## src/mimic_pkg.sv

```systemverilog
// Assumes the fixed 32-bit instruction format below; opcode values are local to this core.
`default_nettype none

package mimic_pkg;

   typedef logic [31:0] word_t;
   typedef logic [7:0]  byte_t;
   typedef logic [15:0] iaddr_t;
   typedef logic [4:0]  reg_addr_t;
   typedef logic [5:0]  opcode_t;

   typedef enum logic [1:0] {
      st_load,
      st_fetch,
      st_exec,
      st_halt
   } core_state_t;

   // instruction field positions.
   localparam int OPC_HI   = 31;
   localparam int OPC_LO   = 26;
   localparam int RS_HI    = 25;
   localparam int RS_LO    = 21;
   localparam int RT_HI    = 20;
   localparam int RT_LO    = 16;
   localparam int RD_HI    = 15;
   localparam int RD_LO    = 11;
   localparam int IMM_HI   = 15;
   localparam int IMM_LO   = 0;
   localparam int FUNCT_HI = 5;
   localparam int FUNCT_LO = 0;

   localparam int IMEM_DEPTH  = 1024;
   localparam int IMEM_ADDR_W = 10;
   localparam int NUM_REGS    = 32;

   localparam opcode_t OP_RTYPE = 6'h00;
   localparam opcode_t OP_J     = 6'h02;
   localparam opcode_t OP_BEQ   = 6'h04;
   localparam opcode_t OP_BNE   = 6'h05;
   localparam opcode_t OP_ADDI  = 6'h08;
   localparam opcode_t OP_SEND  = 6'h3c;
   localparam opcode_t OP_RECV  = 6'h3d;
   localparam opcode_t OP_HALT  = 6'h3f;

   // function codes, only meaningful under OP_RTYPE.
   localparam logic [5:0] F_ADD = 6'h20;
   localparam logic [5:0] F_SUB = 6'h22;
   localparam logic [5:0] F_AND = 6'h24;
   localparam logic [5:0] F_OR  = 6'h25;
   localparam logic [5:0] F_SLT = 6'h2a;

endpackage

`default_nettype wire

```

## src/serial_port.sv

```systemverilog
// The receive FIFO must be first-word-fall-through; transmit has no flow control.
`timescale 1ns/1ps
`default_nettype none

module serial_port (
   input  wire                    clk,
   input  wire                    rst,
   input  wire                    in_execution,
   input  wire                    byte_wanted,
   input  wire                    recv_request,
   output logic                   recv_ready,
   input  wire                    send_request,
   input  wire mimic_pkg::byte_t  send_data,
   input  wire                    rx_waiting,
   output logic                   rx_fifo_pop,
   output logic                   tx_send_enable,
   output mimic_pkg::byte_t       tx_send_data
);

   // the loader owns the receive side until execution starts.
   assign recv_ready  = in_execution && recv_request && !rx_waiting;
   assign rx_fifo_pop = !rx_waiting && (in_execution ? recv_request : byte_wanted);

   always_ff @(posedge clk) begin
      if (rst) begin
         tx_send_enable <= 1'b0;
      end else begin
         tx_send_enable <= send_request;
      end
   end

   always_ff @(posedge clk) begin
      if (send_request) begin
         tx_send_data <= send_data;
      end
   end

endmodule

`default_nettype wire

```

## config.mk

```make
export PLATFORM = sky130hd
export DESIGN_NAME = serial_port
export DESIGN_NICKNAME = d
export VERILOG_FILES = /design/src/mimic_pkg.sv /design/src/serial_port.sv
export SDC_FILE = /design/constraint.sdc
export NUM_CORES = 1
export LEC_CHECK = 0
export ABC_AREA = 1
export BUFFER_PORTS_ARGS = -buffer_cell sky130_fd_sc_hd__buf_2
export CORE_AREA = 2 2 39 41
export CTS_CLUSTER_DIAMETER = 30
export CTS_CLUSTER_SIZE = 14
export DETAILED_ROUTE_END_ITERATION = 10
export DIE_AREA = 0 0 41 43
export GPL_ROUTABILITY_DRIVEN = 0
export SYNTH_ARGS = -nofsm -noshare
export SYNTH_HDL_FRONTEND = slang
export SYNTH_SLANG_ARGS = --single-unit
```

## constraint.sdc

```tcl
create_clock -name clk -period 0.8 [get_ports clk]
set_clock_uncertainty 0.1 [all_clocks]
set_input_delay 0.12 -clock clk [delete_from_list [all_inputs] [get_ports clk]]
set_output_delay 0.12 -clock clk [all_outputs]
set_load 0.05 [all_outputs]
```

==> metrics.txt <==
Max-Slew Margin vs Limit=0.871; Final setup viols=9; Peak VDD IR=808 µV; Vias/cell=3.75; Layout Cells excl Fill=63; met2 WL=224 µm; Max Cap Viol=0; period utilization=1.30; worst path arrival time=0.82 ns; total number of vias=236; Distinct cells, synth=8; Die H=43 µm; Worst Setup End Kind=output pin; Final Max Tran Viols=0; Crit path largest cell delay=0.39 ns; share of post-route cells with drive strength above 1=0.745; Post-Layout Inst Area=569 µm²; vias in the first global route=246; Post-Syn Nets=32; core area=1380 µm²; Fin Hold WS=-0.0579 ns; static leakage=0.264 nW; area after detailed placement=444 µm²; failing checks=hold timing, setup timing; row count=14; minimum clock period=1.04 ns; status=finished with violations; I/O Pins=26; Syn Inst Count=17; Routed Antenna Nets=0; met3 wire length=115 µm; filler cell count in the final layout=136; drt initial violations=0; final worst slack=-0.239 ns; largest net degree at the start of global routing=10; startpoint types=flip-flop; Max Clk Rate=963 MHz; initial core utilization=0.215; drt drc=0; PD cells=2110 nW/µm²; fin util=0.411; Final Hold Fails=8; Critical path origin=tx_send_data[2]; drt pass-1 iters=1; die width=41 µm; Critical Path RT=0.58 ns; WL met1=284 µm; Crit-path slowest cell=edfxtp_1; Worst-Margin Slew=0.193 ns; CP Cell Sequence=buf_6; Worst Setup EP=tx_send_data[2]; Area growth, synth to finish=91.2%; CTS max path bufs=2; ant diodes=0; Seq cells post-synth=9; Post-Syn Area per Cell=17.5 µm²; WL per Instance=9.90 µm; DR top layer=met3; Hold Buf Count CTS=1; most frequent cells in the layout=buf_2, buf_6, edfxtp_1; Placed Cells=58; aggregate global-route resource usage=0.0835; RSZ-0062 raised after global routing=yes; post-synthesis sequential area ratio=0.874; Total Wirelength=624 µm; first-pass GRT wire length=917 µm; Die ar.=1760 µm²; CTS tree=yes; Layout Nets=63; htree depth=1; commonest non-fill, non-tap cell in the layout=buf_2; largest fanout on the critical path=1; root buf cell=clkbuf_4; port bufs=25; CP Buf/Inv Count=1; gr ovfl total=0; family with the most delay on the worst path=flip-flops; yosys warns=0; CTS sink count=9; total CTS buffers=3; Crit Path Class=reg2out; worst min-delay path category=in2reg; number of setup buffers added after CTS=0; Synth Cell Area=298 µm²; initial antenna violation count=0; CTS clk-pin slew, worst paths=0.06 ns; WP depth=1
## cells in the mapped netlist
library cell / instances / share of area
nand3_1: 1 / 0.017
nand3_2: 1 / 0.034
nand2_1: 1 / 0.013
nor2_1: 1 / 0.013
inv_1: 3 / 0.038
edfxtp_1: 8 / 0.81
inv_2: 1 / 0.013
dfxtp_1: 1 / 0.067
## per-layer routing
metal / vias up / GRT usage
li1: 118 / -
met1: 92 / 0.0943
met2: 26 / 0.109
met3: 0 / 0.0366
met4: 0 / 0.0800
met5: - / 0
## power by group
part	switching, mW	leakage [nW]	internal [mW]
combinational	0.187	0.162	0.113
clock	0.144	0.0150	0.191
sequential	0.0151	0.0869	0.552
total	0.345	0.264	0.857
## metrics by stage
step / total power, mW / hold slack (ns) / TNS, ns / setup slack [ns]
floorplan: 0.727 / 0.0838 / -0.165 / -0.0206
global placement: 0.802 / 0.171 / -0.0983 / -0.0557
detailed placement: 0.806 / 0.175 / -0.118 / -0.0675
CTS: 1.21 / -0.0682 / -1.99 / -0.255
global route: 1.27 / -0.0647 / -2.17 / -0.264
finish: 1.20 / -0.0579 / -1.85 / -0.239
## worst min-delay path by stage
stage	end	start	slack [ns]	depth (start not counted)
floorplan	tx_send_enable	rst	0.08	1
global placement	tx_send_enable	rst	0.17	2
detailed placement	tx_send_enable	rst	0.17	2
CTS	tx_send_data[4]	send_data[4]	-0.07	1
global route	tx_send_data[3]	send_data[3]	-0.06	1
finish	tx_send_data[6]	send_data[6]	-0.06	1
## state kept, by name (all words and copies together) (netlist names)
name	flops
tx_send_enable	1
tx_send_data	8
## repair_timing
item                                    CTS  global route
endpoints found under the setup margin   11            11
pin swaps                                 0             1
gates cloned                              0             0
resized for setup                        21             8
endpoints found under the hold margin     9             8
## cell families (layout without fill, tap and decap cells)
family / Yosys count / count (layout) / share of synthesized area
buffers and inverters: 4 / 34 / 0.0504
flip-flops: 9 / 9 / 0.874
AND/OR/NAND/NOR: 4 / 4 / 0.0756
## cell type report
type / count / area (µm²) / area share
flip-flops and latches: 9 / 262 / 0.459
repair buffers: 26 / 214 / 0.376
multi-input cells: 4 / 30.0 / 0.0527
inverters: 4 / 17.5 / 0.0308
clock buffers: 4 / 26.3 / 0.0462
well taps: 16 / 20.0 / 0.0352
(Power assumes the default switching activity.)
