### src/mimic_pkg.sv
// Assumes the fixed 32-bit instruction format below; opcode values are local to this core.
`default_nettype none

package mimic_pkg;

   typedef logic [31:0] word_t;
   typedef logic [7:0]  byte_t;
   typedef logic [15:0] iaddr_t;
   typedef logic [4:0]  reg_addr_t;
   typedef logic [5:0]  opcode_t;

   typedef enum logic [1:0] {
      st_load,
      st_fetch,
      st_exec,
      st_halt
   } core_state_t;

   // instruction field positions.
   localparam int OPC_HI   = 31;
   localparam int OPC_LO   = 26;
   localparam int RS_HI    = 25;
   localparam int RS_LO    = 21;
   localparam int RT_HI    = 20;
   localparam int RT_LO    = 16;
   localparam int RD_HI    = 15;
   localparam int RD_LO    = 11;
   localparam int IMM_HI   = 15;
   localparam int IMM_LO   = 0;
   localparam int FUNCT_HI = 5;
   localparam int FUNCT_LO = 0;

   localparam int IMEM_DEPTH  = 1024;
   localparam int IMEM_ADDR_W = 10;
   localparam int NUM_REGS    = 32;

   localparam opcode_t OP_RTYPE = 6'h00;
   localparam opcode_t OP_J     = 6'h02;
   localparam opcode_t OP_BEQ   = 6'h04;
   localparam opcode_t OP_BNE   = 6'h05;
   localparam opcode_t OP_ADDI  = 6'h08;
   localparam opcode_t OP_SEND  = 6'h3c;
   localparam opcode_t OP_RECV  = 6'h3d;
   localparam opcode_t OP_HALT  = 6'h3f;

   // function codes, only meaningful under OP_RTYPE.
   localparam logic [5:0] F_ADD = 6'h20;
   localparam logic [5:0] F_SUB = 6'h22;
   localparam logic [5:0] F_AND = 6'h24;
   localparam logic [5:0] F_OR  = 6'h25;
   localparam logic [5:0] F_SLT = 6'h2a;

endpackage

`default_nettype wire

### src/alu_unit.sv
// Purely combinational; results for opcodes that write nothing are zero.
`timescale 1ns/1ps
`default_nettype none

module alu_unit (
   input  wire mimic_pkg::word_t instruction,
   input  wire mimic_pkg::word_t rs_data,
   input  wire mimic_pkg::word_t rt_data,
   output mimic_pkg::word_t      result,
   output logic                  branch_taken
);
   import mimic_pkg::*;

   opcode_t    opcode;
   logic [5:0] funct;
   word_t      imm_ext;

   assign opcode  = instruction[OPC_HI:OPC_LO];
   assign funct   = instruction[FUNCT_HI:FUNCT_LO];
   assign imm_ext = {{16{instruction[IMM_HI]}}, instruction[IMM_HI:IMM_LO]};

   always_comb begin
      result = '0;
      case (opcode)
         OP_RTYPE: begin
            case (funct)
               F_ADD:   result = rs_data + rt_data;
               F_SUB:   result = rs_data - rt_data;
               F_AND:   result = rs_data & rt_data;
               F_OR:    result = rs_data | rt_data;
               // signed compare.
               F_SLT:   result = {31'd0, $signed(rs_data) < $signed(rt_data)};
               default: result = '0;
            endcase
         end
         OP_ADDI: result = rs_data + imm_ext;
         default: result = '0;
      endcase
   end

   always_comb begin
      case (opcode)
         OP_BEQ:  branch_taken = (rs_data == rt_data);
         OP_BNE:  branch_taken = (rs_data != rt_data);
         default: branch_taken = 1'b0;
      endcase
   end

endmodule

`default_nettype wire

### config.mk
export PLATFORM = sky130hd
export DESIGN_NAME = alu_unit
export DESIGN_NICKNAME = d
export VERILOG_FILES = /design/src/mimic_pkg.sv /design/src/alu_unit.sv
export SDC_FILE = /design/constraint.sdc
export NUM_CORES = 1
export LEC_CHECK = 0
export ABC_AREA = 1
export BUFFER_PORTS_ARGS = -buffer_cell sky130_fd_sc_hd__clkbuf_2
export CORE_AREA = 2 2 140 142
export DETAILED_ROUTE_END_ITERATION = 7
export DIE_AREA = 0 0 142 144
export PLACE_DENSITY = 0.68
export SYNTH_ARGS = -nofsm -noshare
export SYNTH_HDL_FRONTEND = slang
export SYNTH_SLANG_ARGS = --single-unit
### constraint.sdc
create_clock -name vclk -period 3.35
set_input_delay 0.67 -clock vclk [all_inputs]
set_output_delay 0.67 -clock vclk [all_outputs]
set_load 0.02 [all_outputs]
==> impl_results.md <==
* Power per cell area at roughly 160 mW/mm²
* Final Instance Area at between 0.01 and 0.015 mm²
* Core Area at about 0.019 mm²
* Critical path class: input port to output pin
* Synth Warn # at 0
* TNS Setup at -0.0426 ns
* Failing checks: setup timing
* Worst hold slack at around 1.6 ns
* Slack of the critical path at -0.0426 ns
* Leakage power at ~7.3 nW
* Outcome: finished with violations
* Residual DRC at 0
* F_max at between 0.2 and 0.3 GHz
* Chip height at 144 µm
* Tcrit/Tclk final at 101%
* Via count at ~13k
* Syn avg cell area at between 5 and 6 µm²
* Largest net degree at the start of global routing at 33
* Worst Setup SP: rs_data[0]
* Initial core utilization at between 40% and 50%
* Drt initial violations at 1,161
* Ant diodes at 0
* IO Port Bufs at around 120
* Total gr overflow at 0
* Global-route wire length before repair at 56,400 µm
* Setup-failing EPs final at 1
* Nets at around 2.3k
* DR vias/cell at 5.58
* Maximum vdd ir drop at 0.0832 mV
* Slew headroom at between 60 and 70%
* Routed wire length at about 40,000 µm
* Fin cells at 2,311
* Max Cap Violations at 0
* Seq_cells at 0
* Top cell type's share of synthesized area at 24.4%
* Crit. End Element: output pin
* Post-Place Cell Area at around 0.011 mm²
* Number of distinct library cells after synthesis at between 50 and 60
* Cell Rows at 51
* Hold Crit Class: input port to output pin
* Worst EP arrival at roughly 2.7 ns
* Final Wtd Congestion at 1.01
* Startpoint types: input port
* Hold_buf cts at 0
* Seq. cell area at 0 µm²
* Die area at ~0.020 mm²
* Hold Vio Cnt, Final at 0
* Layout cell share with drive strength beyond 1 at 32.6%
* Syn_nets at ~2k
* Mean routed wirelength per cell at 17.3 µm
* Chip width at ~140 µm
* Hold_sp: instruction[27]
* TritonRoute pass-1 iters at 5
* Seq/Total Area, Yosys at 0%
* RSZ-0062 raised after global routing: yes
* Max-slew violation count at 0
* Number of cells produced by synthesis at 1,750
* Final HPWL DP at between 30,000 and 40,000 µm
* Max FO, Critical Path at 3
* Global Route Usage Sum at around a third
* Initial antenna violation count at 1
* Cell Count Post-Placement at roughly 2.3k
* Synth Cell Area at between 0.008 and 0.009 mm²
* Required @ worst endpoint at between 2 and 3 ns
* Worst Tran Pin Value at 0.569 ns
* Area leader, netlist: nand2_1
* Top cells by area, synth: nand2_1 (24%), ha_1 (20%), inv_1 (14%)
* Final core occ at roughly 70%
* # clk buffers at 0
* Final min period at 3.39 ns
* Vias in the first global route at around 11k
* I/O pins at between 100 and 150
* Post-synthesis to final-layout area growth at 45.4%
* Antenna Nets Post-Route at 0
## repair_timing
| item | in CTS | in global routing |
|---|---|---|
| resized for setup | 80 | 334 |
| pin swaps | 14 | 71 |
| setup endpoints to repair | 28 | 28 |
| buffers inserted | 9 | 11 |
## power breakdown
part	total (mW)	internal (mW)	switching, mW
Clock	0	0	0
Combinational	2.02	0.823	1.20
Sequential	0	0	0
## path summary, 6_finish.rpt
kind / to / slack, ns / depth (start not counted)
min: branch_taken / 1.64 / 3
max: result[10] / -0.04 / 18
## layout make-up
| cell class | count | area, µm² |
|---|---|---|
| fill | 1731 | 6090 |
| inverter | 352 | 1320 |
| multi-input combinational | 1355 | 8720 |
| tap | 238 | 298 |
| timing repair buffer | 366 | 2650 |
## per-layer routing
layer	GRT usage, %	wire length [µm]
met1	48.1	16400
met2	58.0	18000
met3	4.04	4120
met4	10.2	1360
met5	0	10
## cell usage after synthesis (3+ instances only)
cell and number:
o21ai_1 13, nand3_2 4, o21ai_0 57, nand3_1 153, nand3b_1 12, nand2_2 3
a31oi_1 3, o22ai_1 22, xor2_1 3, fa_1 3, inv_1 339, or2_2 4
ha_1 141, nor3_1 16, nor2_1 146, a21oi_1 95, nand4_1 27, a21o_1 5
nor3_2 6, o21bai_1 11, buf_4 13, xnor2_1 3, inv_2 11, buf_6 3
nand2_1 580, o2111ai_1 5, nor2_2 8, nor4_1 6, a21oi_2 5, buf_2 23
## per-stage QoR
| step | setup WS (ns) | total power, mW |
|---|---|---|
| after CTS | 0.000165 | 1.68 |
| after floorplan | 0.364 | 0.953 |
| after detailed placement | -0.279 | 1.61 |
| final | -0.0426 | 2.02 |
| after global routing | -0.0867 | 2.18 |
| after global placement | -0.228 | 1.58 |
## logic make-up after synthesis
kind of cell               synth area share [%]
buffers and inverters                      17.8
and+or+nand+nor                            47.0
AOI/OAI and AO/OA                          14.3
xor gates and xnor gates                  0.588
adders and majority gates                  20.4
## cells in the final DEF (no fill, tap or decap), types with 4 or more instances in the layout
cell type / Yosys / final
buf_2: 23 / 7
o21ai_0: 57 / 40
nor3_1: 16 / 11
o21bai_1: 11 / 10
nor4_2: 2 / 6
nand3_2: 4 / 27
clkbuf_2: 1 / 89
nor2_4: 1 / 13
ha_2: 0 / 8
o22ai_1: 22 / 22
nand2_2: 3 / 66
nand2_4: 1 / 8
nand4_1: 27 / 27
nand3b_1: 12 / 12
a21oi_1: 95 / 60
nand2_1: 580 / 510
buf_6: 3 / 17
a21oi_2: 5 / 40
ha_1: 141 / 97
o21ai_4: 0 / 4
nand3_1: 153 / 122
o21ai_1: 13 / 23
a21o_1: 5 / 5
buf_4: 13 / 244
ha_4: 0 / 36
nor3_4: 1 / 4
o21ai_2: 1 / 4
inv_2: 11 / 27
nor2_1: 146 / 108
nor3_2: 6 / 8
buf_12: 0 / 5
inv_1: 339 / 322
nor2_2: 8 / 34
nand3_4: 0 / 8
## critical path, stage by stage
cell      delay (ns)
buf_8           0.08
buf_6           0.09
ha_4            0.13
inv_2           0.04
fa_2            0.38
inv_4           0.12
buf_6           0.11
nand2_4         0.05
nand3b_4        0.11
nand2_4         0.06
nand2_4         0.08
buf_6           0.10
a21oi_2         0.04
o21ai_1         0.08
nand3b_1        0.20
nand2_1         0.16
nand2_1         0.07
clkbuf_8        0.15
No activity file was read; power rests on OpenSTA's default activity.
