[src/mimic_pkg.sv]
// Assumes the fixed 32-bit instruction format below; opcode values are local to this core.
`default_nettype none

package mimic_pkg;

   typedef logic [31:0] word_t;
   typedef logic [7:0]  byte_t;
   typedef logic [15:0] iaddr_t;
   typedef logic [4:0]  reg_addr_t;
   typedef logic [5:0]  opcode_t;

   typedef enum logic [1:0] {
      st_load,
      st_fetch,
      st_exec,
      st_halt
   } core_state_t;

   // instruction field positions.
   localparam int OPC_HI   = 31;
   localparam int OPC_LO   = 26;
   localparam int RS_HI    = 25;
   localparam int RS_LO    = 21;
   localparam int RT_HI    = 20;
   localparam int RT_LO    = 16;
   localparam int RD_HI    = 15;
   localparam int RD_LO    = 11;
   localparam int IMM_HI   = 15;
   localparam int IMM_LO   = 0;
   localparam int FUNCT_HI = 5;
   localparam int FUNCT_LO = 0;

   localparam int IMEM_DEPTH  = 1024;
   localparam int IMEM_ADDR_W = 10;
   localparam int NUM_REGS    = 32;

   localparam opcode_t OP_RTYPE = 6'h00;
   localparam opcode_t OP_J     = 6'h02;
   localparam opcode_t OP_BEQ   = 6'h04;
   localparam opcode_t OP_BNE   = 6'h05;
   localparam opcode_t OP_ADDI  = 6'h08;
   localparam opcode_t OP_SEND  = 6'h3c;
   localparam opcode_t OP_RECV  = 6'h3d;
   localparam opcode_t OP_HALT  = 6'h3f;

   // function codes, only meaningful under OP_RTYPE.
   localparam logic [5:0] F_ADD = 6'h20;
   localparam logic [5:0] F_SUB = 6'h22;
   localparam logic [5:0] F_AND = 6'h24;
   localparam logic [5:0] F_OR  = 6'h25;
   localparam logic [5:0] F_SLT = 6'h2a;

endpackage

`default_nettype wire

[src/register_file.sv]
// Register 0 reads as zero; a read in the cycle of a write to it returns the old value.
`timescale 1ns/1ps
`default_nettype none

module register_file (
   input  wire                          clk,
   input  wire                          rst,
   input  wire mimic_pkg::reg_addr_t    rs_addr,
   input  wire mimic_pkg::reg_addr_t    rt_addr,
   output mimic_pkg::word_t             rs_data,
   output mimic_pkg::word_t             rt_data,
   input  wire                          write_enable,
   input  wire mimic_pkg::reg_addr_t    write_addr,
   input  wire mimic_pkg::word_t        write_data
);
   import mimic_pkg::*;

   word_t regs [NUM_REGS];

   assign rs_data = (rs_addr == '0) ? '0 : regs[rs_addr];
   assign rt_data = (rt_addr == '0) ? '0 : regs[rt_addr];

   always_ff @(posedge clk) begin
      if (rst) begin
         for (int i = 0; i < NUM_REGS; i++) begin
            regs[i] <= '0;
         end
      end else if (write_enable && (write_addr != '0)) begin
         regs[write_addr] <= write_data;
      end
   end

endmodule

`default_nettype wire

[config.mk]
export PLATFORM = sky130hd
export DESIGN_NAME = register_file
export DESIGN_NICKNAME = d
export VERILOG_FILES = /design/src/mimic_pkg.sv /design/src/register_file.sv
export SDC_FILE = /design/constraint.sdc
export NUM_CORES = 2
export LEC_CHECK = 0
export BUFFER_PORTS_ARGS = -buffer_cell sky130_fd_sc_hd__buf_2
export CAP_MARGIN = 5
export CORE_MARGIN = 3
export CORE_UTILIZATION = 51
export CTS_CLUSTER_SIZE = 12
export DETAILED_ROUTE_END_ITERATION = 10
export GPL_ROUTABILITY_DRIVEN = 0
export PLACE_DENSITY = 0.74
export SYNTH_ARGS = -nofsm -noshare
export SYNTH_HDL_FRONTEND = slang
export SYNTH_SLANG_ARGS = --single-unit
[constraint.sdc]
create_clock -name clk -period 3.8 [get_ports clk]
set_input_delay 0.76 -clock clk [delete_from_list [all_inputs] [get_ports clk]]
set_output_delay 0.76 -clock clk [all_outputs]
set_load 0.005 [all_outputs]
==> impl_results.html <==
<table>
<tr><th>Metric</th><th>Value</th></tr>
<tr><th colspan="2">Run status</th></tr>
<tr><td>Result of the run</td><td>complete, but fails checks</td></tr>
<tr><td>Violated checks</td><td>setup timing</td></tr>
<tr><th colspan="2">Logic synthesis</th></tr>
<tr><td>Multiplexer fraction of the synthesized cell area</td><td>22.99%</td></tr>
<tr><td>Dominant combinational cell family by area after synthesis</td><td>multiplexers</td></tr>
<tr><td>Post-synthesis xor/xnor area fraction</td><td>0%</td></tr>
<tr><td>Arithmetic-cell share of the synthesized area counting full adders, half adders and majority gates</td><td>0%</td></tr>
<tr><td>Area fraction in compound gates after synthesis</td><td>3.652%</td></tr>
<tr><td>Synth Area in Simple Gates</td><td>13.34%</td></tr>
<tr><td>Synthesized cell area</td><td>0.05423 sq mm</td></tr>
<tr><td>Synth Register Bits</td><td>1024</td></tr>
<tr><td>Synthesis warning total</td><td>0</td></tr>
<tr><td>Synth top area cells</td><td>edfxtp_1, mux4_2, and2_1</td></tr>
<tr><td>Post-synth top area cell</td><td>edfxtp_1</td></tr>
<tr><td>Top FF cell, synth</td><td>edfxtp_1</td></tr>
<tr><td>Gate count after technology mapping</td><td>3502</td></tr>
<tr><td>Share of synthesized flip-flops with an asynchronous set or reset</td><td>0%</td></tr>
<tr><td>List of most frequent post-synthesis cells</td><td>edfxtp_1, and2_1, mux4_2</td></tr>
<tr><td>Count of flip-flops with a built-in enable after synthesis</td><td>1024</td></tr>
<tr><td>Post-synthesis cell type count</td><td>42</td></tr>
<tr><td>Proportion of synthesized chip area in sequential cells</td><td>56.70%</td></tr>
<tr><td>Synthesized area per cell</td><td>15.49 sq um</td></tr>
<tr><td>Most common cell in the synthesized netlist</td><td>edfxtp_1</td></tr>
<tr><td>Top cell type's share of synthesized area</td><td>56.70%</td></tr>
<tr><th colspan="2">Worst setup path</th></tr>
<tr><td>CP Max Fanout</td><td>9</td></tr>
<tr><td>Data arrival time of the worst path</td><td>3.10 ns</td></tr>
<tr><td>Data required time of the critical path</td><td>3.04 ns</td></tr>
<tr><td>Delay of the slowest cell on the worst path</td><td>0.77 ns</td></tr>
<tr><td>Type of the setup path with the least slack</td><td>in -&gt; out</td></tr>
<tr><td>Worst setup EP type</td><td>output pin</td></tr>
<tr><td>Chain of cells forming the critical path</td><td>buf_2, and2_2, buf_4, a22o_1, a2111oi_1, buf_4, nor3_1, buf_2</td></tr>
<tr><td>Startpoint type of the worst setup path</td><td>input port</td></tr>
<tr><td>Critical-path cell with the highest stage delay</td><td>nor3_1</td></tr>
<tr><th colspan="2">Timing</th></tr>
<tr><td>Final Cycle Share</td><td>101.7%</td></tr>
<tr><td>Worst relative slew slack</td><td>32.03%</td></tr>
<tr><td>Min setup slack post-route</td><td>-0.06322 ns</td></tr>
<tr><td>Maximum clock frequency</td><td>258.9 MHz</td></tr>
<tr><td>Total negative slack</td><td>-0.06338 ns</td></tr>
<tr><td>Final critical-path required period</td><td>3.863 ns</td></tr>
<tr><td>Final hold viol count</td><td>0</td></tr>
<tr><td>Hold_ws</td><td>0.6244 ns</td></tr>
<tr><td>Pins Over Slew Limit</td><td>0</td></tr>
<tr><td>Transition at the pin with the smallest max-transition slack</td><td>1.012 ns</td></tr>
<tr><td>RSZ-0062 raised after global routing</td><td>true</td></tr>
<tr><td>Count of endpoints failing setup in the final report</td><td>2</td></tr>
<tr><th colspan="2">CTS</th></tr>
<tr><td>TritonCTS buffer count</td><td>105</td></tr>
<tr><td>Post-CTS setup buffers</td><td>0</td></tr>
<tr><td>Clock transition time at the flip-flop clock pins of the worst setup and hold paths</td><td>0.06 ns</td></tr>
<tr><td>Hold buffer count at CTS</td><td>0</td></tr>
<tr><td>CTS Root Cell</td><td>clkbuf_16</td></tr>
<tr><td>Maximum clock path buffer count</td><td>3</td></tr>
<tr><td>CTS tree</td><td>yes</td></tr>
<tr><td>Clock Sinks</td><td>1024</td></tr>
<tr><td>Maximum level of the CTS H-tree</td><td>3</td></tr>
<tr><th colspan="2">Floorplan</th></tr>
<tr><td>Die Height</td><td>332.1 microns</td></tr>
<tr><td>Die Outline Area</td><td>0.1103 sq mm</td></tr>
<tr><td>I/O pin cnt</td><td>114</td></tr>
<tr><td>Initial Util</td><td>51.88%</td></tr>
<tr><td>Row count</td><td>118</td></tr>
<tr><td>Die Width</td><td>332.1 microns</td></tr>
<tr><td>Placeable core region</td><td>0.1045 sq mm</td></tr>
<tr><th colspan="2">Detailed routing</th></tr>
<tr><td>Average wire per cell in the routed design</td><td>33.66 microns</td></tr>
<tr><td>Routed vias</td><td>34760</td></tr>
<tr><td>First-iteration detailed-routing DRC count</td><td>5432</td></tr>
<tr><td>First-pass DRT Iterations</td><td>5</td></tr>
<tr><td>Final wirelength</td><td>171400 microns</td></tr>
<tr><td>Number of nets with antenna violations after detailed routing</td><td>0</td></tr>
<tr><td>Remaining DRCs</td><td>0</td></tr>
<tr><td>Routed via count divided by cell count</td><td>6.825</td></tr>
<tr><th colspan="2">Cells and area</th></tr>
<tr><td>Largest regs</td><td>regs x1024</td></tr>
<tr><td>Final core utilization</td><td>58.56%</td></tr>
<tr><td>Flip-flop count of the largest register, all copies and words added</td><td>1024</td></tr>
<tr><td>Top register by number of flip-flops</td><td>regs</td></tr>
<tr><td>Fin nets</td><td>3691</td></tr>
<tr><td>Area added between synthesis and finish</td><td>12.86%</td></tr>
<tr><td>Fraction of final layout cells sized beyond drive strength 1</td><td>30.21%</td></tr>
<tr><th colspan="2">Global routing</th></tr>
<tr><td>Global route overflow</td><td>0</td></tr>
<tr><td>Global-route usage over all layers</td><td>30.99%</td></tr>
<tr><td>Initial antenna violation count</td><td>15</td></tr>
<tr><td>Maximum number of pins on one net before global-route repair</td><td>67</td></tr>
<tr><td>Global-route wire length before repair</td><td>245900 microns</td></tr>
<tr><td>Vias in the first global route</td><td>34870</td></tr>
<tr><th colspan="2">Power and ir drop</th></tr>
<tr><td>Pwr Total</td><td>26460 uW</td></tr>
<tr><td>PwrDens</td><td>432.4 mW/mm^2</td></tr>
<tr><td>Leakage power of the design</td><td>0.02134 uW</td></tr>
<tr><td>Worst voltage drop across the vdd grid</td><td>0.0003936 V</td></tr>
<tr><th colspan="2">Hold path</th></tr>
<tr><td>Worst hold path cell count</td><td>2</td></tr>
<tr><td>Worst min-delay path category</td><td>in -&gt; reg</td></tr>
<tr><td>Terminating pin of the worst hold path</td><td>regs[0][7]$_SDFFCE_PN0P_</td></tr>
<tr><td>Startpoint of the worst hold path</td><td>rst</td></tr>
<tr><th colspan="2">Place</th></tr>
<tr><td>Number of buffers inserted by port buffering</td><td>113</td></tr>
<tr><td>Final HPWL from detailed placement</td><td>106800 microns</td></tr>
<tr><td>Pre-CTS setup slack</td><td>-0.1117 ns</td></tr>
<tr><th colspan="2">Run</th></tr>
<tr><td>Max-Cap Viols</td><td>0</td></tr>
</table>
cell families (layout without fill, tap and decap cells):
group,count (synthesis),after routing
AO/OA/AOI/OAI,259,259
buffers and inverters,389,563
flip-flops,1024,1024
multiplexers,652,652
other,1,38
AND/OR/NAND/NOR,1177,1177
metrics by stage:
step | std cells | area (sq um)
after global placement | 4914 | 57920
final | 5093 | 61210
after detailed placement | 4914 | 57920
after CTS | 5087 | 61040
after global routing | 5090 | 61200
after floorplan | 3533 | 54350
worst max path at each step:
stage | end | cells past startpoint | startpoint
3_3_place_gp | rt_data[30] | 9 | rt_addr[2]
4_1_cts | rt_data[25] | 9 | rt_addr[2]
2_1_floorplan | rt_data[10] | 7 | rt_addr[0]
5_1_grt | rt_data[11] | 9 | rt_addr[0]
6_report | rt_data[17] | 8 | rt_addr[3]
3_5_place_dp | rt_data[15] | 9 | rt_addr[0]
area by class of cell:
class                           count  area (sq um)
Inverter                            2         7.507
Antenna cell                        6         15.01
Tap cell                         1380          1727
Timing Repair Buffer              388          3468
Clock inverter                     44         306.5
Sequential cell                  1024         30750
Multi-Input combinational cell   2120         22150
Fill cell                        7734         43320
Clock buffer                      129          2781
report_power, final:
group,internal [uW],switching [uW]
registers,13100,341
clock network,5390,4250
logic,1560,1870
total,20000,6460
cells in the final DEF, fill, tap and decap left out, drive strengths merged, types with 30 or more instances in the layout:
cell type and count:
mux4 472, nor3 54, edfxtp 1024, mux2i 150, and2 995, mux2 30
buf 388, conb 32, a2111oi 55, o22ai 103, or2 33, a22o 51
clkinv 38, clkbuf 129, nor2 36
per-layer routing:
layer	wire length [microns]	track usage, %	vias up
li1	-	-	13830
met1	59120	40.39	17600
met2	79520	48.07	2794
met3	22960	8.332	530
met4	9741	16.16	14
met5	95	0	-
critical path, delay by kind of cell:
kind,cells,cell delay [ns]
buf+inv,4,0.90
compound gates,2,0.24
simple gates,2,1.19
timing repair:
action / in CTS / in global routing
setup endpoints to repair: 9 / 26
cloned: 0 / 0
hold endpoints to repair: 0 / 0
gates resized for setup: 9 / 32
Power figures use the tool's default switching activity.
