## config.mk

```make
export PLATFORM = sky130hd
export DESIGN_NAME = cpu_control
export DESIGN_NICKNAME = d
export VERILOG_FILES = /design/src/mimic_pkg.sv /design/src/cpu_control.sv
export SDC_FILE = /design/constraint.sdc
export NUM_CORES = 1
export LEC_CHECK = 0
export ABC_AREA = 1
export CAP_MARGIN = 15
export CORE_MARGIN = 5
export CORE_UTILIZATION = 35
export DETAILED_ROUTE_END_ITERATION = 7
export DONT_BUFFER_PORTS = 1
export RECOVER_POWER = 25
export SETUP_SLACK_MARGIN = 0.4
export SYNTH_ARGS = -nofsm -noshare
export SYNTH_HDL_FRONTEND = slang
export SYNTH_SLANG_ARGS = --single-unit
```

## constraint.sdc

```tcl
create_clock -name clk -period 6.93 [get_ports clk]
set_input_delay 1.7325 -clock clk [delete_from_list [all_inputs] [get_ports clk]]
set_output_delay 1.7325 -clock clk [all_outputs]
set_load 0.05 [all_outputs]
```

## src/mimic_pkg.sv

```systemverilog
// Assumes the fixed 32-bit instruction format below; opcode values are local to this core.
`default_nettype none

package mimic_pkg;

   typedef logic [31:0] word_t;
   typedef logic [7:0]  byte_t;
   typedef logic [15:0] iaddr_t;
   typedef logic [4:0]  reg_addr_t;
   typedef logic [5:0]  opcode_t;

   typedef enum logic [1:0] {
      st_load,
      st_fetch,
      st_exec,
      st_halt
   } core_state_t;

   // instruction field positions.
   localparam int OPC_HI   = 31;
   localparam int OPC_LO   = 26;
   localparam int RS_HI    = 25;
   localparam int RS_LO    = 21;
   localparam int RT_HI    = 20;
   localparam int RT_LO    = 16;
   localparam int RD_HI    = 15;
   localparam int RD_LO    = 11;
   localparam int IMM_HI   = 15;
   localparam int IMM_LO   = 0;
   localparam int FUNCT_HI = 5;
   localparam int FUNCT_LO = 0;

   localparam int IMEM_DEPTH  = 1024;
   localparam int IMEM_ADDR_W = 10;
   localparam int NUM_REGS    = 32;

   localparam opcode_t OP_RTYPE = 6'h00;
   localparam opcode_t OP_J     = 6'h02;
   localparam opcode_t OP_BEQ   = 6'h04;
   localparam opcode_t OP_BNE   = 6'h05;
   localparam opcode_t OP_ADDI  = 6'h08;
   localparam opcode_t OP_SEND  = 6'h3c;
   localparam opcode_t OP_RECV  = 6'h3d;
   localparam opcode_t OP_HALT  = 6'h3f;

   // function codes, only meaningful under OP_RTYPE.
   localparam logic [5:0] F_ADD = 6'h20;
   localparam logic [5:0] F_SUB = 6'h22;
   localparam logic [5:0] F_AND = 6'h24;
   localparam logic [5:0] F_OR  = 6'h25;
   localparam logic [5:0] F_SLT = 6'h2a;

endpackage

`default_nettype wire

```

## src/cpu_control.sv

```systemverilog
// Two cycles per instruction; pc is a word address and branch offsets wrap at 16 bits.
`timescale 1ns/1ps
`default_nettype none

module cpu_control (
   input  wire                         clk,
   input  wire                         rst,
   input  wire                         in_execution,
   input  wire mimic_pkg::iaddr_t      load_address,
   input  wire mimic_pkg::word_t       instruction,
   output mimic_pkg::iaddr_t           memory_address,
   output mimic_pkg::reg_addr_t        rs_addr,
   output mimic_pkg::reg_addr_t        rt_addr,
   input  wire mimic_pkg::word_t       rs_data,
   input  wire mimic_pkg::word_t       rt_data,
   input  wire mimic_pkg::word_t       alu_result,
   input  wire                         branch_taken,
   input  wire mimic_pkg::byte_t       rx_received_data,
   output logic                        recv_request,
   input  wire                         recv_ready,
   output logic                        send_request,
   output mimic_pkg::byte_t            send_data,
   output logic                        reg_write_enable,
   output mimic_pkg::reg_addr_t        reg_write_addr,
   output mimic_pkg::word_t            reg_write_data,
   output logic                        halted
);
   import mimic_pkg::*;

   core_state_t state;
   iaddr_t      pc;
   iaddr_t      pc_plus;
   iaddr_t      branch_target;
   iaddr_t      next_pc;
   opcode_t     opcode;
   logic        exec_cycle;
   logic        recv_stall;

   assign opcode     = instruction[OPC_HI:OPC_LO];
   assign rs_addr    = instruction[RS_HI:RS_LO];
   assign rt_addr    = instruction[RT_HI:RT_LO];
   assign exec_cycle = (state == st_exec);
   assign halted     = (state == st_halt);

   // the loader owns the memory port until execution begins.
   assign memory_address = in_execution ? pc : load_address;

   assign pc_plus       = pc + 16'd1;
   assign branch_target = pc_plus + instruction[IMM_HI:IMM_LO];

   assign recv_request = exec_cycle && (opcode == OP_RECV);
   assign recv_stall   = recv_request && !recv_ready;
   assign send_request = exec_cycle && (opcode == OP_SEND);
   assign send_data    = rt_data[7:0];

   always_comb begin
      reg_write_enable = 1'b0;
      reg_write_addr   = rt_addr;
      reg_write_data   = alu_result;
      case (opcode)
         OP_RTYPE: begin
            reg_write_enable = exec_cycle;
            reg_write_addr   = instruction[RD_HI:RD_LO];
         end
         OP_ADDI: reg_write_enable = exec_cycle;
         OP_RECV: begin
            reg_write_enable = recv_request && recv_ready;
            reg_write_data   = {24'd0, rx_received_data};
         end
         default: reg_write_enable = 1'b0;
      endcase
   end

   always_comb begin
      case (opcode)
         OP_BEQ, OP_BNE: next_pc = branch_taken ? branch_target : pc_plus;
         OP_J:           next_pc = instruction[IMM_HI:IMM_LO];
         default:        next_pc = pc_plus;
      endcase
   end

   always_ff @(posedge clk) begin
      if (rst) begin
         state <= st_load;
         pc    <= '0;
      end else begin
         case (state)
            st_load: begin
               if (in_execution) begin
                  state <= st_fetch;
               end
            end
            st_fetch: state <= st_exec;
            st_exec: begin
               if (opcode == OP_HALT) begin
                  state <= st_halt;
               end else if (!recv_stall) begin
                  pc    <= next_pc;
                  state <= st_fetch;
               end
            end
            default: state <= st_halt;
         endcase
      end
   end

endmodule

`default_nettype wire

```

==> results.txt <==
The flow ran to the end, and the final reports show no timing, DRC or antenna violations. The count of standard-cell rows is 34. The CTS root buffer is clkbuf_8. The post-CTS setup buffer count came out at 0. Including well taps, the total number of placed cells is 642. The number of hold buffers added after cts came out at 0. Ranked by instance count, the synthesized netlist is headed by nand2_1, inv_1, nor2_1.

Input and output buffers added on the ports amount to 0. The area of the die is 0.0109 mm^2. The via count of the first global-routing pass came out at 3377. The post-detailed-placement half-perimeter wirelength came out at 8400 um.

The detail route stage leaves a number of antenna-violating nets equal to 0. The cell depth of the worst setup path is 8. The total cell area at the placement stage came out at 0.00307 mm^2.

The buffering stage count on the worst path with inverters included came out at 3. The share of flip-flops with an asynchronous set or reset after synthesis is 0. The mean instance size in the synthesized netlist came out at 5.53 um^2. STA classifies the critical path startpoint as a primary input.

The static leakage came out at 1.66 nW. The routed design has 9880 um of wire. The growth of design area from synthesis to finish is -0.322%. Entering global routing, the biggest net connects 35 pins. The area of all placed cells without fillers is 0.00310 mm^2.

The DRC violations left came out at 0. The measured slew at the worst slew-check pin is 0.985 ns. The number of pins exceeding their max-slew limit in the final report is 0. The count of yosys warnings during synthesis came out at 0.

Summing every instance area after synthesis gives 0.00311 mm^2. The synthesized design contains 18 register bits. The kind of cell with the highest combined delay along the critical path is simple AND/OR/NAND/NOR gates. The arrival time at the worst endpoint came out at 3.48 ns. The count of endpoints failing hold in the final timing report is 0. The fraction of power spent switching nets is 0.491. The number of vias after detailed routing is 3360. The final critical path time including I/O delays and setup came out at 5.22 ns. The clock slew at the register clock pins of the worst setup and hold paths is 0.08 ns. The reported max-cap violation count is 0. The routability congestion estimate came out at 0.928. The initial utilization of the core area, before any placement, comes to 0.358. The power spent charging and discharging nets is 0.000197 W. The clock group share of total power is 0.228. The overall die width is 104 um.

In this run the vertical extent of the chip is 104 um. Setup repair after global routing left no endpoint under its margin. The post-placement setup slack came out at 1.64 ns. The biggest area contributor in the post-synthesis netlist is nand2_1. The number of clock buffers inserted by TritonCTS is 3. The final count of negative-setup-slack endpoints came out at 0. For this run, the total global-route usage over all layers was measured as 0.175. The maximum fanout along the worst path is 34. The number of different library cells in the post-synthesis netlist came out at 44. On the critical path, the stage with the largest delay is an instance of nor2_4. The number of vias per cell after detailed routing is 5.20. The boundary pin count came out at 232. The iteration count of the initial detailed-routing pass came out at 4. The required time at the worst-slack endpoint is 5.20 ns.

For this run, the top clock speed supported by timing is 192 MHz. The worst setup path is of the primary input to output pin kind. The H-tree depth came out at 1. The violation count after the first detailed-route iteration came out at 206. The core region is 0.00868 mm^2. In the post-synthesis netlist, the cell with the most instances is nand2_1. The initial antenna violation count came to 0. The cell count of the worst reg-to-reg path came out at 17. For the worst-skew pair, the clock arrives at the later sink with an insertion delay of 0.26 ns. TritonCTS built the clock tree. The area share of the largest cell type after synthesis is 0.180. STA classifies the critical path endpoint as an output pin. The number of clock sinks seen by CTS is 18. The final period utilization came out at 0.753.

The count of inserted antenna diode cells is 0. In this run the worst hold path is classified as register to register. The worst vdd rail ir drop is 0.0667 mV. The net count of the finished layout is 718. The longest individual stage delay on the worst path came out at 0.54 ns.

The share of the Yosys chip area taken by registers is 0.116. For this run, the leading register cell type out of synthesis is dfxtp_1. Sorting the synthesized cells by area gives the leading types as nand2_1, dfxtp_1, inv_1, ha_1, nor2_1. Internal power comes to 0.000204 W.

No sink is reached through more buffers than the 2 on the longest clock path. The part of the power in combinational logic is 0.482. The clock tree skew after final layout is 0.00824 ns.

The global-route congestion overflow total came out at 0. Once layout is complete, the cells apart from fillers number 646. The number of resized instances in the post-cts repair step came out at 0. The post-synthesis cell count came out at 562.

Walking the worst path, the cells encountered are inv_1, nand2_1, nor2_4, clkinv_1, nor2_1, nand2_1, o41ai_2, buf_4. In this run, synthesis inferred 0 flip-flops with an integrated enable. The final-layout setup total negative slack is 0 ns. The wire length per cell after detailed routing is 15.3 um.

The worst pin sits at a relative slew slack of 0.341. The most numerous cell type found on the critical path is nand2_1. The net count after synthesis came out at 741. The first global-routing pass estimated 16200 um of wire. The worst-case setup margin in the final layout is 1.71 ns. In the final layout, the share of cells above drive strength 1 is 0.0576. The relative contribution of sequential cells to total power is 0.290. The total power per unit cell area came out at 129 mW/mm^2. The hold-critical path depth came out at 2.
-- state kept, by name, summed over array words and instances (netlist names) --
| register | flops |
|---|---|
| state | 2 |
| pc | 16 |
-- metrics by stage --
step / total power, W / hold slack, ns / util
final: 0.000400 / 0.530 / 0.357
after global placement: 0.000310 / 0.503 / 0.354
after global routing: 0.000430 / 0.598 / 0.357
after detailed placement: 0.000313 / 0.520 / 0.354
after floorplan: 0.000314 / 0.482 / -
after CTS: 0.000403 / 0.537 / 0.360
-- cell usage in the layout, fill, tap and decap left out, types with 2 or more instances in the layout --
cell type  netlist  final
a21o_1           2      2
a21oi_1         36     36
a22o_1           2      2
a31oi_1          3      3
and2_1           2      2
buf_4           18      2
clkbuf_8         0      4
clkinv_1         5      5
dfxtp_1         18     18
ha_1            21     21
inv_1           88     89
inv_2            7      6
nand2_1        149    149
nand2_2          3      3
nand3_1         37     38
nand3_2          2      2
nand3b_1         2      3
nand4_1          3      3
nand4_2          2      2
nor2_1          60     60
nor2_2           4      4
nor2_4           2      2
nor3_1           5      5
o211ai_1         5      5
o21ai_0         28     23
o21ai_1         21     26
o21bai_1         2      2
or2_2            2      2
xnor2_1          2      2
xor2_1           7      7
-- worst reg2reg max path: cells and delay by family (launching register included) --
kind	cells	cell delay, ns
AND/OR/NAND/NOR	11	1.28
adder cells (fa/ha/maj)	2	0.60
flip-flops	1	0.40
buffers and inverters	3	0.24
AO/OA/AOI/OAI	1	0.19
-- final timing paths --
kind	from	end	slack [ns]
setup / recovery	instruction[27]	reg_write_enable	1.71
hold / removal	state[1]	state[1]	0.53
setup reg to reg	pc[1]	pc[14]	4.11
hold reg to reg	state[1]	state[1]	0.53
-- cell type report --
type | count | area (um^2)
Sequential cell | 18 | 360
Inverter | 100 | 375
Fill cell | 1001 | 5580
Multi-Input combinational cell | 414 | 2160
Timing Repair Buffer | 2 | 15.0
Clock buffer | 4 | 55.1
Tap cell | 108 | 135
-- logic make-up (layout without fill, tap and decap cells) --
kind of cell | after synthesis | after routing | synth area share
AO/OA/AOI/OAI | 106 | 106 | 0.191
XOR/XNOR | 9 | 9 | 0.0253
adder cells (fa/ha/maj) | 22 | 22 | 0.0909
buffers and inverters | 130 | 106 | 0.184
flip-flops | 18 | 18 | 0.116
multiplexers | 1 | 1 | 0.00362
AND/OR/NAND/NOR | 276 | 276 | 0.389
-- per-layer routing --
metal,wire length (um),global-route usage,vias up
met5,0,0,-
met4,149,0.0398,0
met3,718,0.0422,16
met2,4940,0.312,141
met1,4070,0.211,1482
li1,-,-,1721
-- power groups by stage --
stage	Combinational [W]	Clock (W)	Sequential, W
final	0.000193	0.0000914	0.000116
after global routing	0.000214	0.0000991	0.000117
after CTS	0.000195	0.0000918	0.000116
after detailed placement	0.000194	0	0.000119
after global placement	0.000192	0	0.000118
after floorplan	0.000197	0	0.000117
(Power assumes the default switching activity.)
