File: src/mimic_pkg.sv
// Assumes the fixed 32-bit instruction format below; opcode values are local to this core.
`default_nettype none

package mimic_pkg;

   typedef logic [31:0] word_t;
   typedef logic [7:0]  byte_t;
   typedef logic [15:0] iaddr_t;
   typedef logic [4:0]  reg_addr_t;
   typedef logic [5:0]  opcode_t;

   typedef enum logic [1:0] {
      st_load,
      st_fetch,
      st_exec,
      st_halt
   } core_state_t;

   // instruction field positions.
   localparam int OPC_HI   = 31;
   localparam int OPC_LO   = 26;
   localparam int RS_HI    = 25;
   localparam int RS_LO    = 21;
   localparam int RT_HI    = 20;
   localparam int RT_LO    = 16;
   localparam int RD_HI    = 15;
   localparam int RD_LO    = 11;
   localparam int IMM_HI   = 15;
   localparam int IMM_LO   = 0;
   localparam int FUNCT_HI = 5;
   localparam int FUNCT_LO = 0;

   localparam int IMEM_DEPTH  = 1024;
   localparam int IMEM_ADDR_W = 10;
   localparam int NUM_REGS    = 32;

   localparam opcode_t OP_RTYPE = 6'h00;
   localparam opcode_t OP_J     = 6'h02;
   localparam opcode_t OP_BEQ   = 6'h04;
   localparam opcode_t OP_BNE   = 6'h05;
   localparam opcode_t OP_ADDI  = 6'h08;
   localparam opcode_t OP_SEND  = 6'h3c;
   localparam opcode_t OP_RECV  = 6'h3d;
   localparam opcode_t OP_HALT  = 6'h3f;

   // function codes, only meaningful under OP_RTYPE.
   localparam logic [5:0] F_ADD = 6'h20;
   localparam logic [5:0] F_SUB = 6'h22;
   localparam logic [5:0] F_AND = 6'h24;
   localparam logic [5:0] F_OR  = 6'h25;
   localparam logic [5:0] F_SLT = 6'h2a;

endpackage

`default_nettype wire

File: src/instruction_loader.sv
// Expects a big-endian 16-bit word count and then big-endian words; a zero count restarts loading.
`timescale 1ns/1ps
`default_nettype none

module instruction_loader (
   input  wire               clk,
   input  wire               rst,
   input  wire mimic_pkg::byte_t rx_received_data,
   input  wire               byte_accept,
   output logic              byte_wanted,
   output mimic_pkg::iaddr_t write_address,
   output mimic_pkg::word_t  write_data,
   output logic              write_enable,
   output logic              in_execution
);
   import mimic_pkg::*;

   logic        active;
   logic        have_count;
   logic        last_written;
   logic [1:0]  byte_index;
   logic [23:0] shift;
   iaddr_t      remaining;
   iaddr_t      count;
   logic        take;

   // active holds off any pop during the first cycle out of reset.
   assign byte_wanted  = active && !in_execution && !last_written;
   assign take         = byte_accept && byte_wanted;
   assign count        = {shift[7:0], rx_received_data};
   assign write_data   = {shift, rx_received_data};
   assign write_enable = take && have_count && (byte_index == 2'd3);

   always_ff @(posedge clk) begin
      if (take) begin
         shift <= {shift[15:0], rx_received_data};
      end
   end

   always_ff @(posedge clk) begin
      if (rst) begin
         active        <= 1'b0;
         have_count    <= 1'b0;
         last_written  <= 1'b0;
         byte_index    <= 2'd0;
         remaining     <= '0;
         write_address <= '0;
         in_execution  <= 1'b0;
      end else begin
         active <= 1'b1;
         if (last_written) begin
            in_execution <= 1'b1;
            last_written <= 1'b0;
         end
         if (take) begin
            if (!have_count) begin
               if (byte_index == 2'd0) begin
                  byte_index <= 2'd1;
               end else begin
                  byte_index <= 2'd0;
                  remaining  <= count;
                  have_count <= (count != '0);
               end
            end else begin
               // the index wraps from 3 back to 0 at the end of each word.
               byte_index <= byte_index + 2'd1;
               if (byte_index == 2'd3) begin
                  write_address <= write_address + 16'd1;
                  remaining     <= remaining - 16'd1;
                  if (remaining == 16'd1) begin
                     have_count   <= 1'b0;
                     last_written <= 1'b1;
                  end
               end
            end
         end
      end
   end

endmodule

`default_nettype wire

File: config.mk
export PLATFORM = sky130hd
export DESIGN_NAME = instruction_loader
export DESIGN_NICKNAME = d
export VERILOG_FILES = /design/src/mimic_pkg.sv /design/src/instruction_loader.sv
export SDC_FILE = /design/constraint.sdc
export NUM_CORES = 1
export LEC_CHECK = 0
export ABC_CLOCK_PERIOD_IN_PS = 5400
export BUFFER_PORTS_ARGS = -buffer_cell sky130_fd_sc_hd__buf_2
export CORE_MARGIN = 2
export CORE_UTILIZATION = 40
export CTS_CLUSTER_SIZE = 12
export DETAILED_ROUTE_END_ITERATION = 8
export GPL_TIMING_DRIVEN = 1
export HOLD_SLACK_MARGIN = 0.08
export PLACE_DENSITY = 0.7
export SYNTH_ARGS = -nofsm -noshare
export SYNTH_HDL_FRONTEND = slang
export SYNTH_SLANG_ARGS = --single-unit
File: constraint.sdc
create_clock -name clk -period 5.4 [get_ports clk]
set_input_delay 1.62 -clock clk [delete_from_list [all_inputs] [get_ports clk]]
set_output_delay 1.62 -clock clk [all_outputs]
set_load 0.005 [all_outputs]
==> results of run 1 <==
[per-layer routing]
| metal | up-vias | GRT usage [%] | wire (um) |
|---|---|---|---|
| met5 | - | 0 | 0 |
| met4 | 0 | 9.23 | 145 |
| met3 | 12 | 4.16 | 320 |
| met2 | 60 | 25.4 | 3130 |
| met1 | 1155 | 23.4 | 3090 |
| li1 | 1190 | - | - |
[cells by family (layout without fill, tap and decap cells)]
group,count (synthesis),after routing,share of synthesized area [%]
DFF,62,62,50.7
muxes,5,5,1.84
AOI/OAI and AO/OA,58,58,12.6
buffers and inverters,32,88,5.57
and+or+nand+nor,116,116,24.1
xor gates and xnor gates,10,10,3.00
adders and majority gates,5,5,2.14
[cell type report]
| cell class | instances | area (um2) |
|---|---|---|
| Tap cell | 99 | 124 |
| Timing Repair Buffer | 63 | 320 |
| Clock inverter | 1 | 5.00 |
| Inverter | 9 | 33.8 |
| Fill cell | 676 | 3760 |
| Clock buffer | 15 | 176 |
| Sequential cell | 62 | 1480 |
| Multi-Input combinational cell | 194 | 1280 |
[cells in the final DEF (no fill, tap or decap), types with 2 or more instances in the layout]
master	n
a211oi_1	2
a21boi_0	2
a21oi_1	19
a22oi_1	7
a31oi_1	4
buf_2	61
buf_4	2
clkbuf_1	3
clkbuf_8	12
dfxtp_1	38
edfxtp_1	24
ha_1	5
inv_1	9
mux2_2	3
mux2i_1	2
nand2_1	15
nand2b_1	5
nand3_1	7
nand4_1	11
nand4b_1	4
nor2_1	19
nor2b_1	7
nor3_1	7
nor4_1	11
nor4b_1	4
o211ai_1	5
o21ai_0	8
o221ai_1	2
o22ai_1	3
o311ai_0	2
or3_1	6
or4_1	7
xnor2_1	5
xor2_1	5
[power groups by stage]
stage                     registers [mW]  clock network [mW]  logic [mW]
after floorplan                    0.516                   0      0.0501
after global placement             0.517                   0      0.0737
after detailed placement           0.517                   0      0.0745
after CTS                          0.507               0.381      0.0748
after global routing               0.509               0.401      0.0841
final                              0.507               0.373      0.0752
[registers in the layout, indices dropped and copies added (netlist names)]
| signal | cells |
|---|---|
| in_execution | 1 |
| have_count | 1 |
| active | 1 |
| byte_index | 2 |
| write_address | 16 |
| last_written | 1 |
| shift | 24 |
| remaining | 16 |
[final timing paths]
kind	slack [ns]	depth (start not counted)	end
worst max-delay path	1.11	6	write_enable
worst min-delay path	0.45	0	shift[16]$_DFFE_PN_
worst max register to register	3.18	5	write_address[11]$_SDFFE_PP0P_
worst min register to register	0.45	0	shift[16]$_DFFE_PN_
[metrics by stage]
step                      utilization, %  power [mW]
after floorplan                        -       0.566
after global placement              45.1       0.591
after CTS                           47.6       0.963
after global routing                47.6       0.994
final                               47.6       0.955
after detailed placement            45.1       0.592
==> results.json, run 1 <==
{
  "via_per_inst": 5.46,
  "p_leak_nw": 1.24,
  "synth-seq-cells": 62,
  "period_minus_slack_ns": 4.29,
  "peakVddDrop_mv": 0.103,
  "vias": 2417,
  "fmax_mhz": 233,
  "post_cts_buffers": 0,
  "p_clk_share_pct": 39.0,
  "max_stage_delay_ns": 0.34,
  "synth_cells": 288,
  "cp-end-kind": "output port",
  "clock_latency_ns": 0.33,
  "diodes": 0,
  "crit_path_cell_trace": "buf_2, nand4bb_1, inv_1, nand3_1, inv_1, buf_2",
  "maxCapViolations": 0,
  "synth_cell_types": 52,
  "finClkSkew_ns": 0.00903,
  "firstDrtPassIters": 4,
  "hold_violations": 0,
  "dieArea_um2": 8000,
  "cellPowerDensity_nw_per_um2": 280,
  "yosys_warnings": 0,
  "yosysMostFrequentCell": "dfxtp_1",
  "synthFlopType": "dfxtp_1",
  "instances_no_fill": 443,
  "critPathRequiredTime_ns": 3.78,
  "hpwl_mm": 4.57,
  "ant_nets": 0,
  "route.detailed.drc": 0,
  "grt_pass1_wl_mm": 10.5,
  "io-pin-count": 62,
  "fin_crit_sh_pct": 79.5,
  "tightest_slew_ns": 0.892,
  "rsz0062_at_grt": "false",
  "hold_slack_ns": 0.450,
  "wl_per_cell_um": 15.1,
  "post_cts_resized": 0,
  "crit_start": "byte_accept",
  "synth_top_area_share_pct": 26.0,
  "worst-setup-path-type": "input pin to output port",
  "dp.cells": 427,
  "yosysSeqAreaShare_pct": 50.7,
  "drv_slew": 0,
  "routabilityCongestion": 0.853,
  "place_ws_ns": 1.10,
  "maxSlewHeadroom_pct": 40.1,
  "grt_pass1_vias": 2158,
  "setup_viol": 0,
  "drt_iter0_drc": 167,
  "switching_share_pct": 23.6,
  "track_usage_pct": 17.2,
  "wl_mm": 6.69,
  "holdBufCountCts": 0,
  "cts_tree": "done",
  "rr_startpoint": "byte_index[0]$_SDFFE_PP0N_",
  "setup_slack_ns": 1.11,
  "syn_nets": 304,
  "synth_top_area_cell": "dfxtp_1",
  "start_kind": "input pin",
  "io_buffers": 61,
  "power_switching_mw": 0.225,
  "synthArstFlopShare_pct": 0,
  "grt_start_max_net_pins": 41,
  "power.internal_mw": 0.730,
  "clk_pin_slew_ns": 0.07,
  "die_h_um": 89.4,
  "fin_nets": 355,
  "initial_core_util_pct": 40.7,
  "grt.overflow.total": 0,
  "status": "finished clean",
  "syn2layout_area_growth_pct": 17.0,
  "min_path_type": "flip-flop to flip-flop",
  "core_area_um2": 7180,
  "clock-sinks": 62,
  "die_x_um": 89.4,
  "cts_buffer_depth": 2,
  "tns_ns": 0,
  "cp_top_family": "simple AND/OR/NAND/NOR gates",
  "holdCritStartpoint": "shift[8]$_DFFE_PN_",
  "yosys-top-cells-count": "dfxtp_1 (38), edfxtp_1 (24), a21oi_1 (19), nor2_1 (19), nand2_1 (15)",
  "std_cell_rows": 31,
  "cp_slowest_cell": "nand4bb_1",
  "cts-root-buf": "clkbuf_8",
  "cp_max_fo": 9,
  "p_comb_share_pct": 7.9,
  "cp.arrival_ns": 2.67,
  "power.share.sequential_pct": 53.1,
  "fin_area_um2": 3420,
  "ctsHtreeMaxLevel": 3,
  "synthTopCellsByArea": "dfxtp_1 (26%), edfxtp_1 (25%), a21oi_1 (3.3%)",
  "synth_area_um2": 2920,
  "cts_buffers": 9,
  "final_layout_size_suffix_gt1_share_pct": 24.7,
  "syn_avg_cell_area_um2": 10.1,
  "synth_edf_count": 24,
  "antenna_found_initial": 0,
  "path_buf_inv": 4,
  "placed_area_um2": 3240
}
(Power assumes the default switching activity.)
==> run 2, diff against run 1 <==
Settings changed: ABC_AREA from default to 1, ABC_CLOCK_PERIOD_IN_PS 5400 to 4300, PLACE_DENSITY 0.7 to 0.69.
Clock period 5.4 ns to 4.3 ns, I/O delays scaled along.
==> results.json, run 2 <==
{
  "die_x_um": 92.1,
  "track_usage_pct": 18.1,
  "synth_cell_types": 39,
  "period_minus_slack_ns": 3.40,
  "power.share.sequential_pct": 51.0,
  "vias": 2753,
  "syn_nets": 401,
  "syn2layout_area_growth_pct": 15.5,
  "synth_area_um2": 3100,
  "synthFlopType": "dfxtp_1",
  "critPathRequiredTime_ns": 3.01,
  "cp.arrival_ns": 2.11,
  "cp_max_fo": 17,
  "regMostFlops": "shift",
  "maxSlewHeadroom_pct": 42.8,
  "final_cell_mix": "nand2_1 (82), buf_2 (61), nor2_1 (52)",
  "p_clk_share_pct": 36.2,
  "min_path_type": "flip-flop to flip-flop",
  "peakVddDrop_mv": 0.173,
  "yosysSeqAreaShare_pct": 47.7,
  "finalPower_mw": 1.26,
  "hpwl_mm": 4.92,
  "p_comb_share_pct": 12.8,
  "diodes": 0,
  "clock_latency_ns": 0.35,
  "clk_pin_slew_ns": 0.07,
  "ant_nets": 0,
  "finClkSkew_ns": 0.0112,
  "largest_reg_flops": 24,
  "io-pin-count": 62,
  "synth_top_area_share_pct": 24.5,
  "io_buffers": 61,
  "synth_cells": 385,
  "yosysMostFrequentCell": "nand2_1",
  "final_layout_size_suffix_gt1_share_pct": 21.8,
  "cts_buffer_depth": 2,
  "die_h_um": 92.1,
  "rsz0062_at_grt": "false",
  "fillers": 766,
  "wl_mm": 7.11,
  "synth-seq-cells": 62,
  "drt_iter0_drc": 220,
  "cts_tree": "done",
  "cp-end-kind": "output port",
  "fin_crit_sh_pct": 79.0,
  "fmax_mhz": 294,
  "cts-root-buf": "clkbuf_8",
  "yosys-top-cells-count": "nand2_1 (82), nor2_1 (52), dfxtp_1 (38)",
  "power.internal_mw": 0.894,
  "status": "finished clean",
  "p_leak_nw": 1.50,
  "via_per_inst": 5.04,
  "yosys_warnings": 0,
  "worst-setup-path-type": "input pin to output port",
  "synth_edf_count": 24,
  "grt_pass1_wl_mm": 12.2,
  "reg_top3": "shift x24, remaining x16, write_address x16",
  "hold_violations": 0,
  "final_common_cell": "nand2_1",
  "synthArstFlopShare_pct": 0,
  "core_area_um2": 7610,
  "synth_top_area_cell": "dfxtp_1",
  "tns_ns": 0,
  "grt_start_max_net_pins": 26,
  "seq_area_um2": 1480,
  "wl_per_cell_um": 13.0,
  "utilization_pct": 47.1,
  "start_kind": "input pin",
  "dieArea_um2": 8480,
  "maxCapViolations": 0,
  "routabilityCongestion": 0.871,
  "cts_buffers": 9,
  "synthTopCellsByArea": "dfxtp_1 (25%), edfxtp_1 (23%), nand2_1 (9.9%)",
  "cellPowerDensity_nw_per_um2": 352,
  "fin_nets": 455,
  "grt_pass1_vias": 2633,
  "drv_slew": 0,
  "switching_share_pct": 29.2,
  "grt.overflow.total": 0,
  "post_cts_buffers": 0,
  "antenna_found_initial": 0,
  "initial_core_util_pct": 40.8,
  "ctsHtreeMaxLevel": 3,
  "multiInputGateArea_um2": 1340,
  "tightest_slew_ns": 0.857,
  "std_cell_rows": 32,
  "firstDrtPassIters": 4,
  "holdBufCountCts": 0,
  "power_switching_mw": 0.368,
  "route.detailed.drc": 0,
  "post_cts_resized": 0,
  "syn_avg_cell_area_um2": 8.06,
  "setup_viol": 0,
  "clock-sinks": 62
}
[run 2: cell count changes in the layout (fill, tap and decap cells not counted), sizes merged, moves of 8 or more]
cell / previous run / this run
nand2: 15 / 83
nor2: 19 / 60
nand3: 8 / 26
or4: 8 / 0
inv: 9 / 40
o21ai: 8 / 23
[run 2: metal layers]
metal	share of wire [%]	vias up	global-route usage, %
met4	1.6	0	6.22
met3	7.1	12	5.18
met5	0	-	0
met1	45	1284	23.2
li1	-	1373	-
met2	46	84	29.4
[run 2: final timing paths]
path	startpoint	to	slack, ns	cells after the start
max	byte_accept	write_enable	0.90	4
min reg2reg	shift[9]$_DFFE_PN_	shift[17]$_DFFE_PN_	0.45	0
max reg2reg	have_count$_SDFFE_PP0N_	remaining[9]$_SDFFE_PP0P_	2.36	9
min	shift[9]$_DFFE_PN_	shift[17]$_DFFE_PN_	0.45	0
[run 2: per-stage QoR]
stage / instance area (um2) / setup WS, ns / instances / hold slack [ns]
after floorplan: 3100 / 1.25 / 385 / 0.452
after global routing: 3580 / 0.834 / 546 / 0.461
after CTS: 3580 / 0.906 / 546 / 0.450
after detailed placement: 3410 / 0.909 / 530 / 0.433
final: 3580 / 0.901 / 546 / 0.448
after global placement: 3410 / 0.925 / 530 / 0.427
[run 2: critical path, cell delays in order]
cell     delay [ns]
buf_2          0.12
nand4_2        0.13
nor2_4         0.37
buf_2          0.20
[run 2: final cells by class]
cell class / instances / area share, %
flip-flops and latches: 62 / 41.3
well taps: 102 / 3.56
multi-input cells: 265 / 37.4
clock buffers: 9 / 3.46
clock inverters: 7 / 1.40
repair buffers: 62 / 8.73
inverters: 39 / 4.15
[run 2: kinds of logic (layout without fill, tap and decap cells)]
logic type                 count (synthesis)  count (layout)  share of synthesized area, %
xor gates and xnor gates                   3               3                         0.847
AOI/OAI and AO/OA                         56              56                          10.3
buffers and inverters                     58             117                          9.11
adders and majority gates                  5               5                          2.02
DFF                                       62              62                          47.7
and+or+nand+nor                          201             201                          30.0
[run 2: power by group through the flow]
stage / Sequential, mW / Combinational (mW) / Clock (mW)
floorplan: 0.655 / 0.120 / 0
global placement: 0.656 / 0.157 / 0
detailed placement: 0.657 / 0.159 / 0
CTS: 0.644 / 0.160 / 0.463
global route: 0.646 / 0.184 / 0.493
finish: 0.644 / 0.161 / 0.457
